==> src/core_settings.svh <==
`ifndef CORE_SETTINGS_SVH
`define CORE_SETTINGS_SVH

// ------------------------------------------------------------
// core sizes.
// ------------------------------------------------------------
`define CORE_WORD_WIDTH 32
`define CORE_REG_COUNT 64
`define CORE_RESET_VECTOR 32'd0

// one step, doubled when a data word follows.
`define CORE_INSTR_BYTES 4

// compare results land here.
`define CORE_FLAGS_REG 1

`endif

==> src/corePkg.sv <==
`default_nettype none

`include "core_settings.svh"

package corePkg;

  typedef logic [`CORE_WORD_WIDTH-1:0] wordT;
  typedef logic [$clog2(`CORE_REG_COUNT)-1:0] regIndexT;

  // ------------------------------------------------------------
  // opcodes, numbered as in the instruction set.
  // ------------------------------------------------------------
  typedef enum logic [5:0] {
    opMove        = 6'd1,
    opLoadImm     = 6'd2,
    opLoadInd     = 6'd3,
    opLoadDir     = 6'd6,
    opStoreDir    = 6'd7,
    opCmpReg      = 6'd13,
    opCmpImm      = 6'd14,
    opSetEq       = 6'd15,
    opSetNe       = 6'd16,
    opSetLt       = 6'd17,
    opSetGt       = 6'd18,
    opJump        = 6'd19,
    opBrFlagClear = 6'd20,
    opBrFlagSet   = 6'd21,
    opBrZero      = 6'd22,
    opBrNonZero   = 6'd23,
    opAddImm      = 6'd28,
    opAdd         = 6'd29,
    opSubImm      = 6'd30,
    opSub         = 6'd31,
    opInc         = 6'd33,
    opDec         = 6'd34,
    opShl         = 6'd35,
    opShr         = 6'd36,
    opNeg         = 6'd37
  } opCodeT;

  typedef enum logic [1:0] {
    memFault = 2'd0,
    memBusy  = 2'd1,
    memDone  = 2'd2
  } memStatusT;

  typedef enum logic [2:0] {
    memNone,
    fetchInstr,
    fetchData,
    loadWord,
    storeWord
  } memCommandT;

  typedef enum logic [3:0] {
    aluMove, aluPassData, aluAdd, aluSub, aluInc, aluDec, aluShl,
    aluShr, aluNeg, aluSetEq, aluSetNe, aluSetLt, aluSetGt, aluCompare
  } aluOpT;

  typedef enum logic [2:0] {
    branchStep,
    branchAlways,
    branchFlagClear,
    branchFlagSet,
    branchRegZero,
    branchRegNonZero
  } branchT;

  typedef enum logic [1:0] {
    instrFault    = 2'd0,
    dataWordFault = 2'd1,
    accessFault   = 2'd2,
    illegalOp     = 2'd3
  } haltCodeT;

endpackage

`default_nettype wire

==> src/coreControl.sv <==
`timescale 1ns/10ps
`default_nettype none

module coreControl (
  input  wire                      clk,
  input  wire                      reset,
  input  wire                      hasDataWord,
  input  wire                      illegal,
  input  wire corePkg::memCommandT memCommandIn,
  input  wire                      memDone,
  input  wire                      memFault,
  output corePkg::memCommandT      memCommand,
  output logic                     advance,
  output logic                     regWriteEnable,
  output logic                     halted,
  output corePkg::haltCodeT        haltCode,
  output corePkg::wordT            haltData,
  input  wire corePkg::wordT       faultAddress
);

  typedef enum logic [2:0] {
    stFetch,
    stWaitInstr,
    stReadOperands,
    stWaitData,
    stAccess,
    stWaitAccess,
    stExecute,
    stHalt
  } stateT;

  stateT state;
  logic needsAccess;

  assign needsAccess = (memCommandIn != corePkg::memNone);
  assign advance = (state == stExecute);
  assign regWriteEnable = (state == stExecute);
  assign halted = (state == stHalt);

  // one-cycle commands, strobe follows a cycle later.
  always_comb begin
    case (state)
      stFetch:        memCommand = corePkg::fetchInstr;
      stReadOperands: memCommand = (hasDataWord && !illegal) ? corePkg::fetchData : corePkg::memNone;
      stAccess:       memCommand = memCommandIn;
      default:        memCommand = corePkg::memNone;
    endcase
  end

  // ------------------------------------------------------------
  // instruction sequencing.
  // ------------------------------------------------------------
  always_ff @(posedge clk) begin
    if (reset) begin
      state <= stFetch;
    end else begin
      case (state)
        stFetch: state <= stWaitInstr;
        stWaitInstr: begin
          if (memDone) state <= stReadOperands;
          else if (memFault) state <= stHalt;
        end
        stReadOperands: begin
          if (illegal) state <= stHalt;
          else if (hasDataWord) state <= stWaitData;
          else if (needsAccess) state <= stAccess;
          else state <= stExecute;
        end
        stWaitData: begin
          if (memDone) state <= needsAccess ? stAccess : stExecute;
          else if (memFault) state <= stHalt;
        end
        stAccess: state <= stWaitAccess;
        stWaitAccess: begin
          if (memDone) state <= stExecute;
          else if (memFault) state <= stHalt;
        end
        stExecute: state <= stFetch;
        default: state <= stHalt; // stays until reset.
      endcase
    end
  end

  // halt info, faultAddress is the last request address.
  always_ff @(posedge clk) begin
    if (memFault) begin
      haltData <= faultAddress;
      case (state)
        stWaitInstr: haltCode <= corePkg::instrFault;
        stWaitData:  haltCode <= corePkg::dataWordFault;
        default:     haltCode <= corePkg::accessFault;
      endcase
    end else if (state == stReadOperands && illegal) begin
      haltCode <= corePkg::illegalOp;
      haltData <= faultAddress; // still the fetch address here.
    end
  end

  haltSticky: assert property (@(posedge clk) $fell(halted) |-> $past(reset));

endmodule

`default_nettype wire

==> config.mk <==
export PLATFORM = sky130hd
export DESIGN_NAME = coreControl
export DESIGN_NICKNAME = d
export VERILOG_FILES = /design/src/corePkg.sv /design/src/coreControl.sv
export VERILOG_INCLUDE_DIRS = /design/src
export SDC_FILE = /design/constraint.sdc
export NUM_CORES = 1
export LEC_CHECK = 0
export BUFFER_PORTS_ARGS = -buffer_cell sky130_fd_sc_hd__buf_2
export CORE_UTILIZATION = 41
export CTS_CLUSTER_DIAMETER = 150
export CTS_CLUSTER_SIZE = 14
export DETAILED_ROUTE_END_ITERATION = 10
export PLACE_DENSITY = 0.77
export SLEW_MARGIN = 20
export SYNTH_ARGS = -nofsm -noshare
export SYNTH_HDL_FRONTEND = slang
export SYNTH_SLANG_ARGS = --single-unit
==> constraint.sdc <==
create_clock -name clk -period 2.2 [get_ports clk]
set_input_delay 0.66 -clock clk [delete_from_list [all_inputs] [get_ports clk]]
set_output_delay 0.66 -clock clk [all_outputs]
set_load 0.02 [all_outputs]
==> qor.csv, run 1 <==
metric,value,unit
tns,0,ns
cts_tree,yes,
die_h,58.3,um
htree_levels,2,
start_util,43.0,%
synth_edf_count,34,
slowest_stage,dfxtp_1,
finalSetupViolCount,0,
via_per_inst,4.60,
vias,919,
antenna_cells,0,
cp.required,1.54,ns
max_freq,0.503,GHz
drc,0,
end_kind,output pin,
syn_area,1300,um2
drive_gt1_share,60.3,%
clkLatencyLatePin,0.33,ns
grt_pass1_wl,3600,um
synth-seq-cells,37,
met1_usage,16.7,%
relSlewSlack,73.0,%
max-cap-violations,0,
min_period,1.99,ns
ctsHoldBuffers,0,
grt_use_met2,23.6,%
cts_buffer_depth,2,
dr.first_iter.drc_count,8,
final_area,1850,um2
r2r_end,haltData[19],
core_area,3030,um2
ys_types,25,
die_x,58.3,um
wl,2400,um
port_buffers,80,
crit_chain,inv_2 > nor2_1 > buf_2,
reg2reg_depth,3,
area_growth,41.8,%
cp.depth,3,
firstDrtPassIters,4,
place_congestion,0.736,
grtUsageMet3,7.25,%
grt_max_degree,35,
ys.warnings.count,0,
cp_top_family,flip-flops,
syn_avg_cell_area,18.6,um2
worst-path-buf-inv,2,
ant_nets,0,
async_reset_ff_share,0,%
fin_nets,196,
setup_ws,0.211,ns
syn-num-nets,111,
fin_crit_sh,90.4,%
placed_area,1740,um2
ff2ff_setup_slack,0.69,ns
r2r-start,state[1],
globalRouteTotalUtil,14.8,%
grt_pass1_vias,842,
cts_num_sinks,37,
rsz0062_at_grt,no,
cts.clk_slew.worst_paths,0.11,ns
powerDensity,862,nW/um2
cp-endpoint,advance,
dieArea,3400,um2
top_usage_layer,met2,
yosysTopAreaCell,edfxtp_1,
dpl_worst_slack,0.259,ns
synthTopCellsByArea,"edfxtp_1, dfxtp_1, a22oi_1",
synth_flop_cell,edfxtp_1,
antenna_found_initial,0,
grt_overflow,0,
final_max_slew_viol_count,0,
synth_top_area_share,78.5,%
critPathKind,reg2out,
syn_inst,70,
wire_per_inst,12.0,um
cp_max_fo,9,
ys_seq_area_share,83.1,%
cp-startpoint,state[2],
cp-start-kind,flip-flop,
outcome,"finished, final reports clean",
cts_root_buf,clkbuf_4,
dp_hpwl,1820,um
cts_buffers,5,
ir_worst_vdd,0.422,mV
cp_slowest_stage_delay,0.54,ns
hold_violations,0,
num_rows,20,
fin_skew,0.0149,ns
p_leak,0.804,nW
hp-class,in2reg,
tightest_slew,0.405,ns
io-pin-count,81,
whs,0.496,ns
cp.arrival,1.33,ns
registers in the layout (all words and copies together) (netlist names):
name and count:
state 3, haltCode 2, haltData 32
synthesized netlist by cell type, types with 2 or more instances:
cell      number
dfxtp_1        3
nor2_1         3
and3_1         2
a21oi_1        2
nand2_1        4
nand3b_1       2
edfxtp_1      34
nor2b_1        2
a22oi_1        2
layout make-up:
cell class	count	area [um2]
fillers	239	1180
flip-flops and latches	37	1080
repair buffers	81	408
multi-input cells	29	194
clock inverters	3	65.1
well taps	44	55.1
clock buffers	5	37.5
inverters	1	3.75
routing by layer:
metal,wire [um],share of wire (%)
met1,953,40
met2,1090,46
met3,313,13
met4,42,1.7
met5,0,0
layout by cell type (no fill, tap or decap), drive strengths merged, types with 2 or more instances in the layout:
cell / synthesis / final
a21oi: 3 / 3
a22oi: 2 / 2
and3: 2 / 2
buf: 2 / 81
bufinv: 0 / 2
clkbuf: 1 / 5
dfxtp: 3 / 3
edfxtp: 34 / 34
nand2: 4 / 4
nand3b: 2 / 2
nor2: 3 / 3
nor2b: 3 / 3
metrics by stage:
stage | instances | util, % | power, W
2_1_floorplan | 70 | - | 0.000970
3_3_place_gp | 192 | 57.5 | 0.00105
3_5_place_dp | 192 | 57.5 | 0.00106
4_1_cts | 200 | 60.9 | 0.00161
5_1_grt | 200 | 61.0 | 0.00166
6_report | 200 | 61.0 | 0.00159
timing repair:
item	in CTS	in global routing
buffers inserted	0	0
endpoints found under the hold margin	0	0
setup endpoints to repair	0	1
gates resized for setup	0	1
kinds of logic after synthesis:
logic type | share of synthesized area, %
flip-flops | 83.1
AO/OA/AOI/OAI | 5.96
multiplexers | 0.865
buffers and inverters | 2.02
AND/OR/NAND/NOR | 8.08
worst min path at each step:
stage | slack [ns] | to | cells past startpoint | startpoint
floorplan | 0.56 | state[0] | 2 | state[2]
global placement | 0.60 | state[0] | 2 | state[1]
detailed placement | 0.62 | haltCode[1] | 1 | state[0]
CTS | 0.48 | haltData[27] | 1 | faultAddress[27]
global route | 0.46 | haltData[23] | 1 | faultAddress[23]
finish | 0.50 | haltData[27] | 1 | faultAddress[27]
report_power, final:
part,switching [W],internal (W)
logic,0.000116,0.0000769
clock network,0.000202,0.000352
registers,0.0000224,0.000822
worst register-to-register path, stage by stage, from the launching register on:
cell     delay, ns
dfxtp_2       0.42
nor2b_1       0.19
a31o_1        0.17
buf_4         0.37
Power figures use the tool's default switching activity.
==> inputs of run 2 (changes only) <==
--- a/config.mk
+++ b/config.mk
@@ -11,6 +11,7 @@
 export CTS_CLUSTER_DIAMETER = 150
 export CTS_CLUSTER_SIZE = 14
 export DETAILED_ROUTE_END_ITERATION = 10
+export MAX_ROUTING_LAYER = met4
 export PLACE_DENSITY = 0.77
 export SLEW_MARGIN = 20
 export SYNTH_ARGS = -nofsm -noshare
==> run 2 against run 1 <==
Utilization is the same. Sequential share of layout area is the same. Total power is essentially flat. Critical path type unchanged. Sequential power is essentially flat. Sequential cell count is the same. Clock skew is essentially flat. Via count is the same. Die area is the same. Wire length is the same. First-iteration DRC count is the same. Global-route usage grew 0.46 points. Setup slack is essentially flat.
==> qor.csv, run 2 (synthesis results as in run 1) <==
metric,value,unit
die_h,58.3,um
critPathKind,reg2out,
die_x,58.3,um
globalRouteTotalUtil,15.3,%
cts_root_buf,clkbuf_4,
final_area,1850,um2
cp_max_fo,9,
rsz0062_at_grt,no,
postCtsSetupRepairBufs,0,
final_cell_mix,"buf_2, edfxtp_1, clkbuf_4",
vias,919,
finalSetupViolCount,0,
fin_skew,0.0149,ns
fin_nets,196,
powerDensity,862,nW/um2
dr.first_iter.drc_count,8,
htree_levels,2,
outcome,"finished, final reports clean",
firstDrtPassIters,4,
drive_gt1_share,60.3,%
dp_hpwl,1820,um
cts_tree,yes,
largestRegisters,"haltData: 32 flops, state: 3 flops, haltCode: 2 flops",
cp.arrival,1.33,ns
grt_overflow,0,
tightest_slew,0.405,ns
fill_cells,239,
hp-class,in2reg,
drc,0,
layout_commonest_cell,buf_2,
ant_nets,0,
wire_per_inst,12.0,um
antenna_cells,0,
io-pin-count,81,
hold_violations,0,
cp-start-kind,flip-flop,
cts_buffers,5,
cts_num_sinks,37,
antenna_found_initial,0,
cp_top_family,flip-flops,
ir_worst_vdd,0.422,mV
crit_chain,inv_2 > nor2_1 > buf_2,
ctsHoldBuffers,0,
min_period,1.99,ns
placed_area,1740,um2
largest_reg_flops,32,
start_util,43.0,%
clkLatencyLatePin,0.33,ns
worst-path-buf-inv,2,
end_kind,output pin,
cp_slowest_stage_delay,0.54,ns
slowest_stage,dfxtp_1,
num_rows,20,
max-cap-violations,0,
p_leak,0.804,nW
max_freq,0.503,GHz
dieArea,3400,um2
via_per_inst,4.60,
cp.required,1.54,ns
fin_crit_sh,90.4,%
cts_buffer_depth,2,
wl,2400,um
cts.clk_slew.worst_paths,0.11,ns
core_area,3030,um2
grt_max_degree,35,
final_max_slew_viol_count,0,
grt_pass1_vias,841,
relSlewSlack,73.0,%
area_growth,41.8,%
tns,0,ns
port_buffers,80,
grt_pass1_wl,3610,um
place_congestion,0.745,
top_register,haltData,
==> run 2: cell counts in the layout (fill, tap and decap cells not counted) <==
No cell type changed its count.
==> run 2: worst paths after layout <==
| check | depth (start not counted) | slack [ns] | start | endpoint |
|---|---|---|---|---|
| worst max-delay path | 3 | 0.21 | state[2] | advance |
| worst min-delay path | 1 | 0.50 | faultAddress[27] | haltData[27] |
| worst max register to register | 3 | 0.69 | state[1] | haltData[19] |
| worst min register to register | 2 | 0.58 | state[1] | state[0] |
==> run 2: timing repair <==
item                                    in CTS  in global routing
endpoints found under the setup margin       0                  1
gates resized for setup                      0                  1
endpoints found under the hold margin        0                  0
==> run 2: power breakdown <==
group          leakage [nW]  switching, W  internal [W]
Clock                0.0552      0.000202      0.000352
Combinational         0.391      0.000116     0.0000769
Sequential            0.358     0.0000224      0.000822
==> run 2: cell type report <==
class | instances | area [um2] | share of cell area [%]
repair buffers | 81 | 408 | 22.1
clock buffers | 5 | 37.5 | 2.03
clock inverters | 3 | 65.1 | 3.53
multi-input cells | 29 | 194 | 10.5
flip-flops and latches | 37 | 1080 | 58.6
inverters | 1 | 3.75 | 0.203
well taps | 44 | 55.1 | 2.98
==> run 2: worst register-to-register path, stage by stage, from the launching register on <==
cell and delay [ns]:
dfxtp_2 0.42, nor2b_1 0.19, a31o_1 0.17, buf_4 0.37
==> run 2: layer usage <==
| layer | routed length [um] | GRT usage, % |
|---|---|---|
| met2 | 1100 | 23.6 |
| met3 | 312 | 7.25 |
| met1 | 953 | 16.7 |
| met4 | 40 | 7.14 |
| met5 | 0 | - |
==> run 2: per-stage QoR <==
stage          hold slack (ns)  instances  setup WS, ns  total power [W]  util, %
4_1_cts                  0.478        200        0.0872          0.00161     60.9
5_1_grt                  0.462        200        0.0840          0.00166     61.0
2_1_floorplan            0.563         70         0.299         0.000970        -
3_5_place_dp             0.622        192         0.259          0.00106     57.5
6_report                 0.496        200         0.211          0.00159     61.0
3_3_place_gp             0.596        192         0.301          0.00105     57.5
==> inputs of run 3 (changes only) <==
--- a/config.mk
+++ b/config.mk
@@ -7,12 +7,13 @@
 export NUM_CORES = 1
 export LEC_CHECK = 0
 export BUFFER_PORTS_ARGS = -buffer_cell sky130_fd_sc_hd__buf_2
-export CORE_UTILIZATION = 41
+export CORE_UTILIZATION = 43
+export CTS_BUF_LIST = sky130_fd_sc_hd__clkbuf_8
 export CTS_CLUSTER_DIAMETER = 150
 export CTS_CLUSTER_SIZE = 14
 export DETAILED_ROUTE_END_ITERATION = 10
 export MAX_ROUTING_LAYER = met4
-export PLACE_DENSITY = 0.77
+export PLACE_DENSITY = 0.8
 export SLEW_MARGIN = 20
 export SYNTH_ARGS = -nofsm -noshare
 export SYNTH_HDL_FRONTEND = slang
==> run 3 against run 2 <==
The run now ends with design-rule violations left. Cell count shrank 6.5%. Worst hold slack improved by 0.054 ns. Global-route usage increased by 1.8 points. Clock power increased by 21%. Critical path type unchanged.
==> qor.csv, run 3 (synthesis results as in run 1) <==
metric,value,unit
drive_gt1_share,59.6,%
num_rows,19,
final_max_slew_viol_count,0,
tightest_slew,0.414,ns
met1_usage,19.2,%
fill_cells,211,
cp.arrival,1.36,ns
layoutNonFillerInstCount,187,
slowest_stage,dfxtp_1,
antenna_found_initial,0,
grt_use_met2,27.7,%
final_cell_mix,"buf_2, edfxtp_1, clkbuf_8",
hold_violations,0,
largest_reg_flops,32,
cp_max_fo,10,
min_period,2.02,ns
die_x,57.0,um
vias,929,
tns,0,ns
rsz0062_at_grt,no,
dpl_worst_slack,0.279,ns
core_area,2810,um2
dp_hpwl,1900,um
dieArea,3250,um2
clkLatencyLatePin,0.28,ns
top_usage_layer,met2,
ant_nets,0,
largestRegisters,"haltData: 32 flops, state: 3 flops, haltCode: 2 flops",
max-cap-violations,0,
grt_pass1_wl,3960,um
worst-path-buf-inv,1,
critPathKind,reg2out,
die_h,57.0,um
dr.first_iter.drc_count,52,
port_buffers,80,
area_growth,42.9,%
outcome,"complete, but fails checks",
grt_overflow,0,
cts-resized-gates,0,
postCtsSetupRepairBufs,0,
cts.clk_slew.worst_paths,0.07,ns
antenna_cells,0,
hp-class,in2reg,
htree_levels,2,
fin_crit_sh,91.6,%
post-route-util,66.3,%
layout_commonest_cell,buf_2,
cts_buffer_depth,2,
cts_root_buf,clkbuf_8,
powerDensity,919,nW/um2
dp_cells,179,
io-pin-count,81,
setup_ws,0.184,ns
fin_skew,0.00339,ns
cts_buffers,5,
start_util,46.4,%
cp-start-kind,flip-flop,
fin_nets,196,
cts_tree,yes,
regArea,1080,um2
globalRouteTotalUtil,17.1,%
grtUsageMet3,6.58,%
cp_slowest_stage_delay,0.50,ns
cp.required,1.54,ns
finalSetupViolCount,0,
failed_checks,design-rule violations,
cts_num_sinks,37,
drc,19,
firstDrtPassIters,7,
grt_max_degree,35,
top_register,haltData,
ir_worst_vdd,0.421,mV
end_kind,output pin,
max_freq,0.496,GHz
multi_input_area,194,um2
relSlewSlack,72.4,%
wire_per_inst,13.8,um
crit_chain,nor2b_4 > nand2_1 > a21oi_1 > buf_2,
place_congestion,0.692,
cp_top_family,flip-flops,
via_per_inst,4.97,
wl,2590,um
ctsHoldBuffers,0,
grt_pass1_vias,849,
p_leak,0.816,nW
run 3: cell counts in the layout (fill, tap and decap cells not counted):
Identical to the previous run, type by type.
run 3: final cells by class:
| cell class | instances | area share [%] |
|---|---|---|
| flip-flops and latches | 37 | 58.1 |
| repair buffers | 81 | 21.9 |
| multi-input cells | 29 | 10.4 |
| clock buffers | 5 | 3.70 |
| clock inverters | 3 | 3.50 |
| well taps | 31 | 2.09 |
| inverters | 1 | 0.202 |
run 3: layer usage:
metal | wire length, um | vias to the layer above
met5 | 0 | -
met2 | 1340 | 61
met3 | 250 | 2
li1 | - | 434
met1 | 984 | 432
met4 | 10 | 0
run 3: power breakdown:
group	total [W]	internal (W)	switching, W
clock	0.000670	0.000450	0.000220
sequential	0.000845	0.000822	0.0000228
combinational	0.000194	0.0000768	0.000117
run 3: worst paths after layout:
kind                          from            end  slack, ns  cells after the start
setup / recovery          state[1]  memCommand[1]       0.18                      4
hold / removal    faultAddress[14]   haltData[14]       0.55                      1
hold reg to reg           state[0]    haltCode[1]       0.63                      1
setup reg to reg          state[1]   haltData[25]       0.58                      3
run 3: worst reg2reg max path, cell delays in order, from the launching register on:
cell	delay (ns)
dfxtp_1	0.50
nor2b_1	0.23
a31o_1	0.16
buf_4	0.36
run 3: metrics by stage:
step	power, W	hold WS, ns	area [um2]
floorplan	0.000970	0.563	1300
global placement	0.00105	0.599	1730
detailed placement	0.00105	0.609	1730
CTS	0.00173	0.540	1860
global route	0.00176	0.535	1860
finish	0.00171	0.550	1860
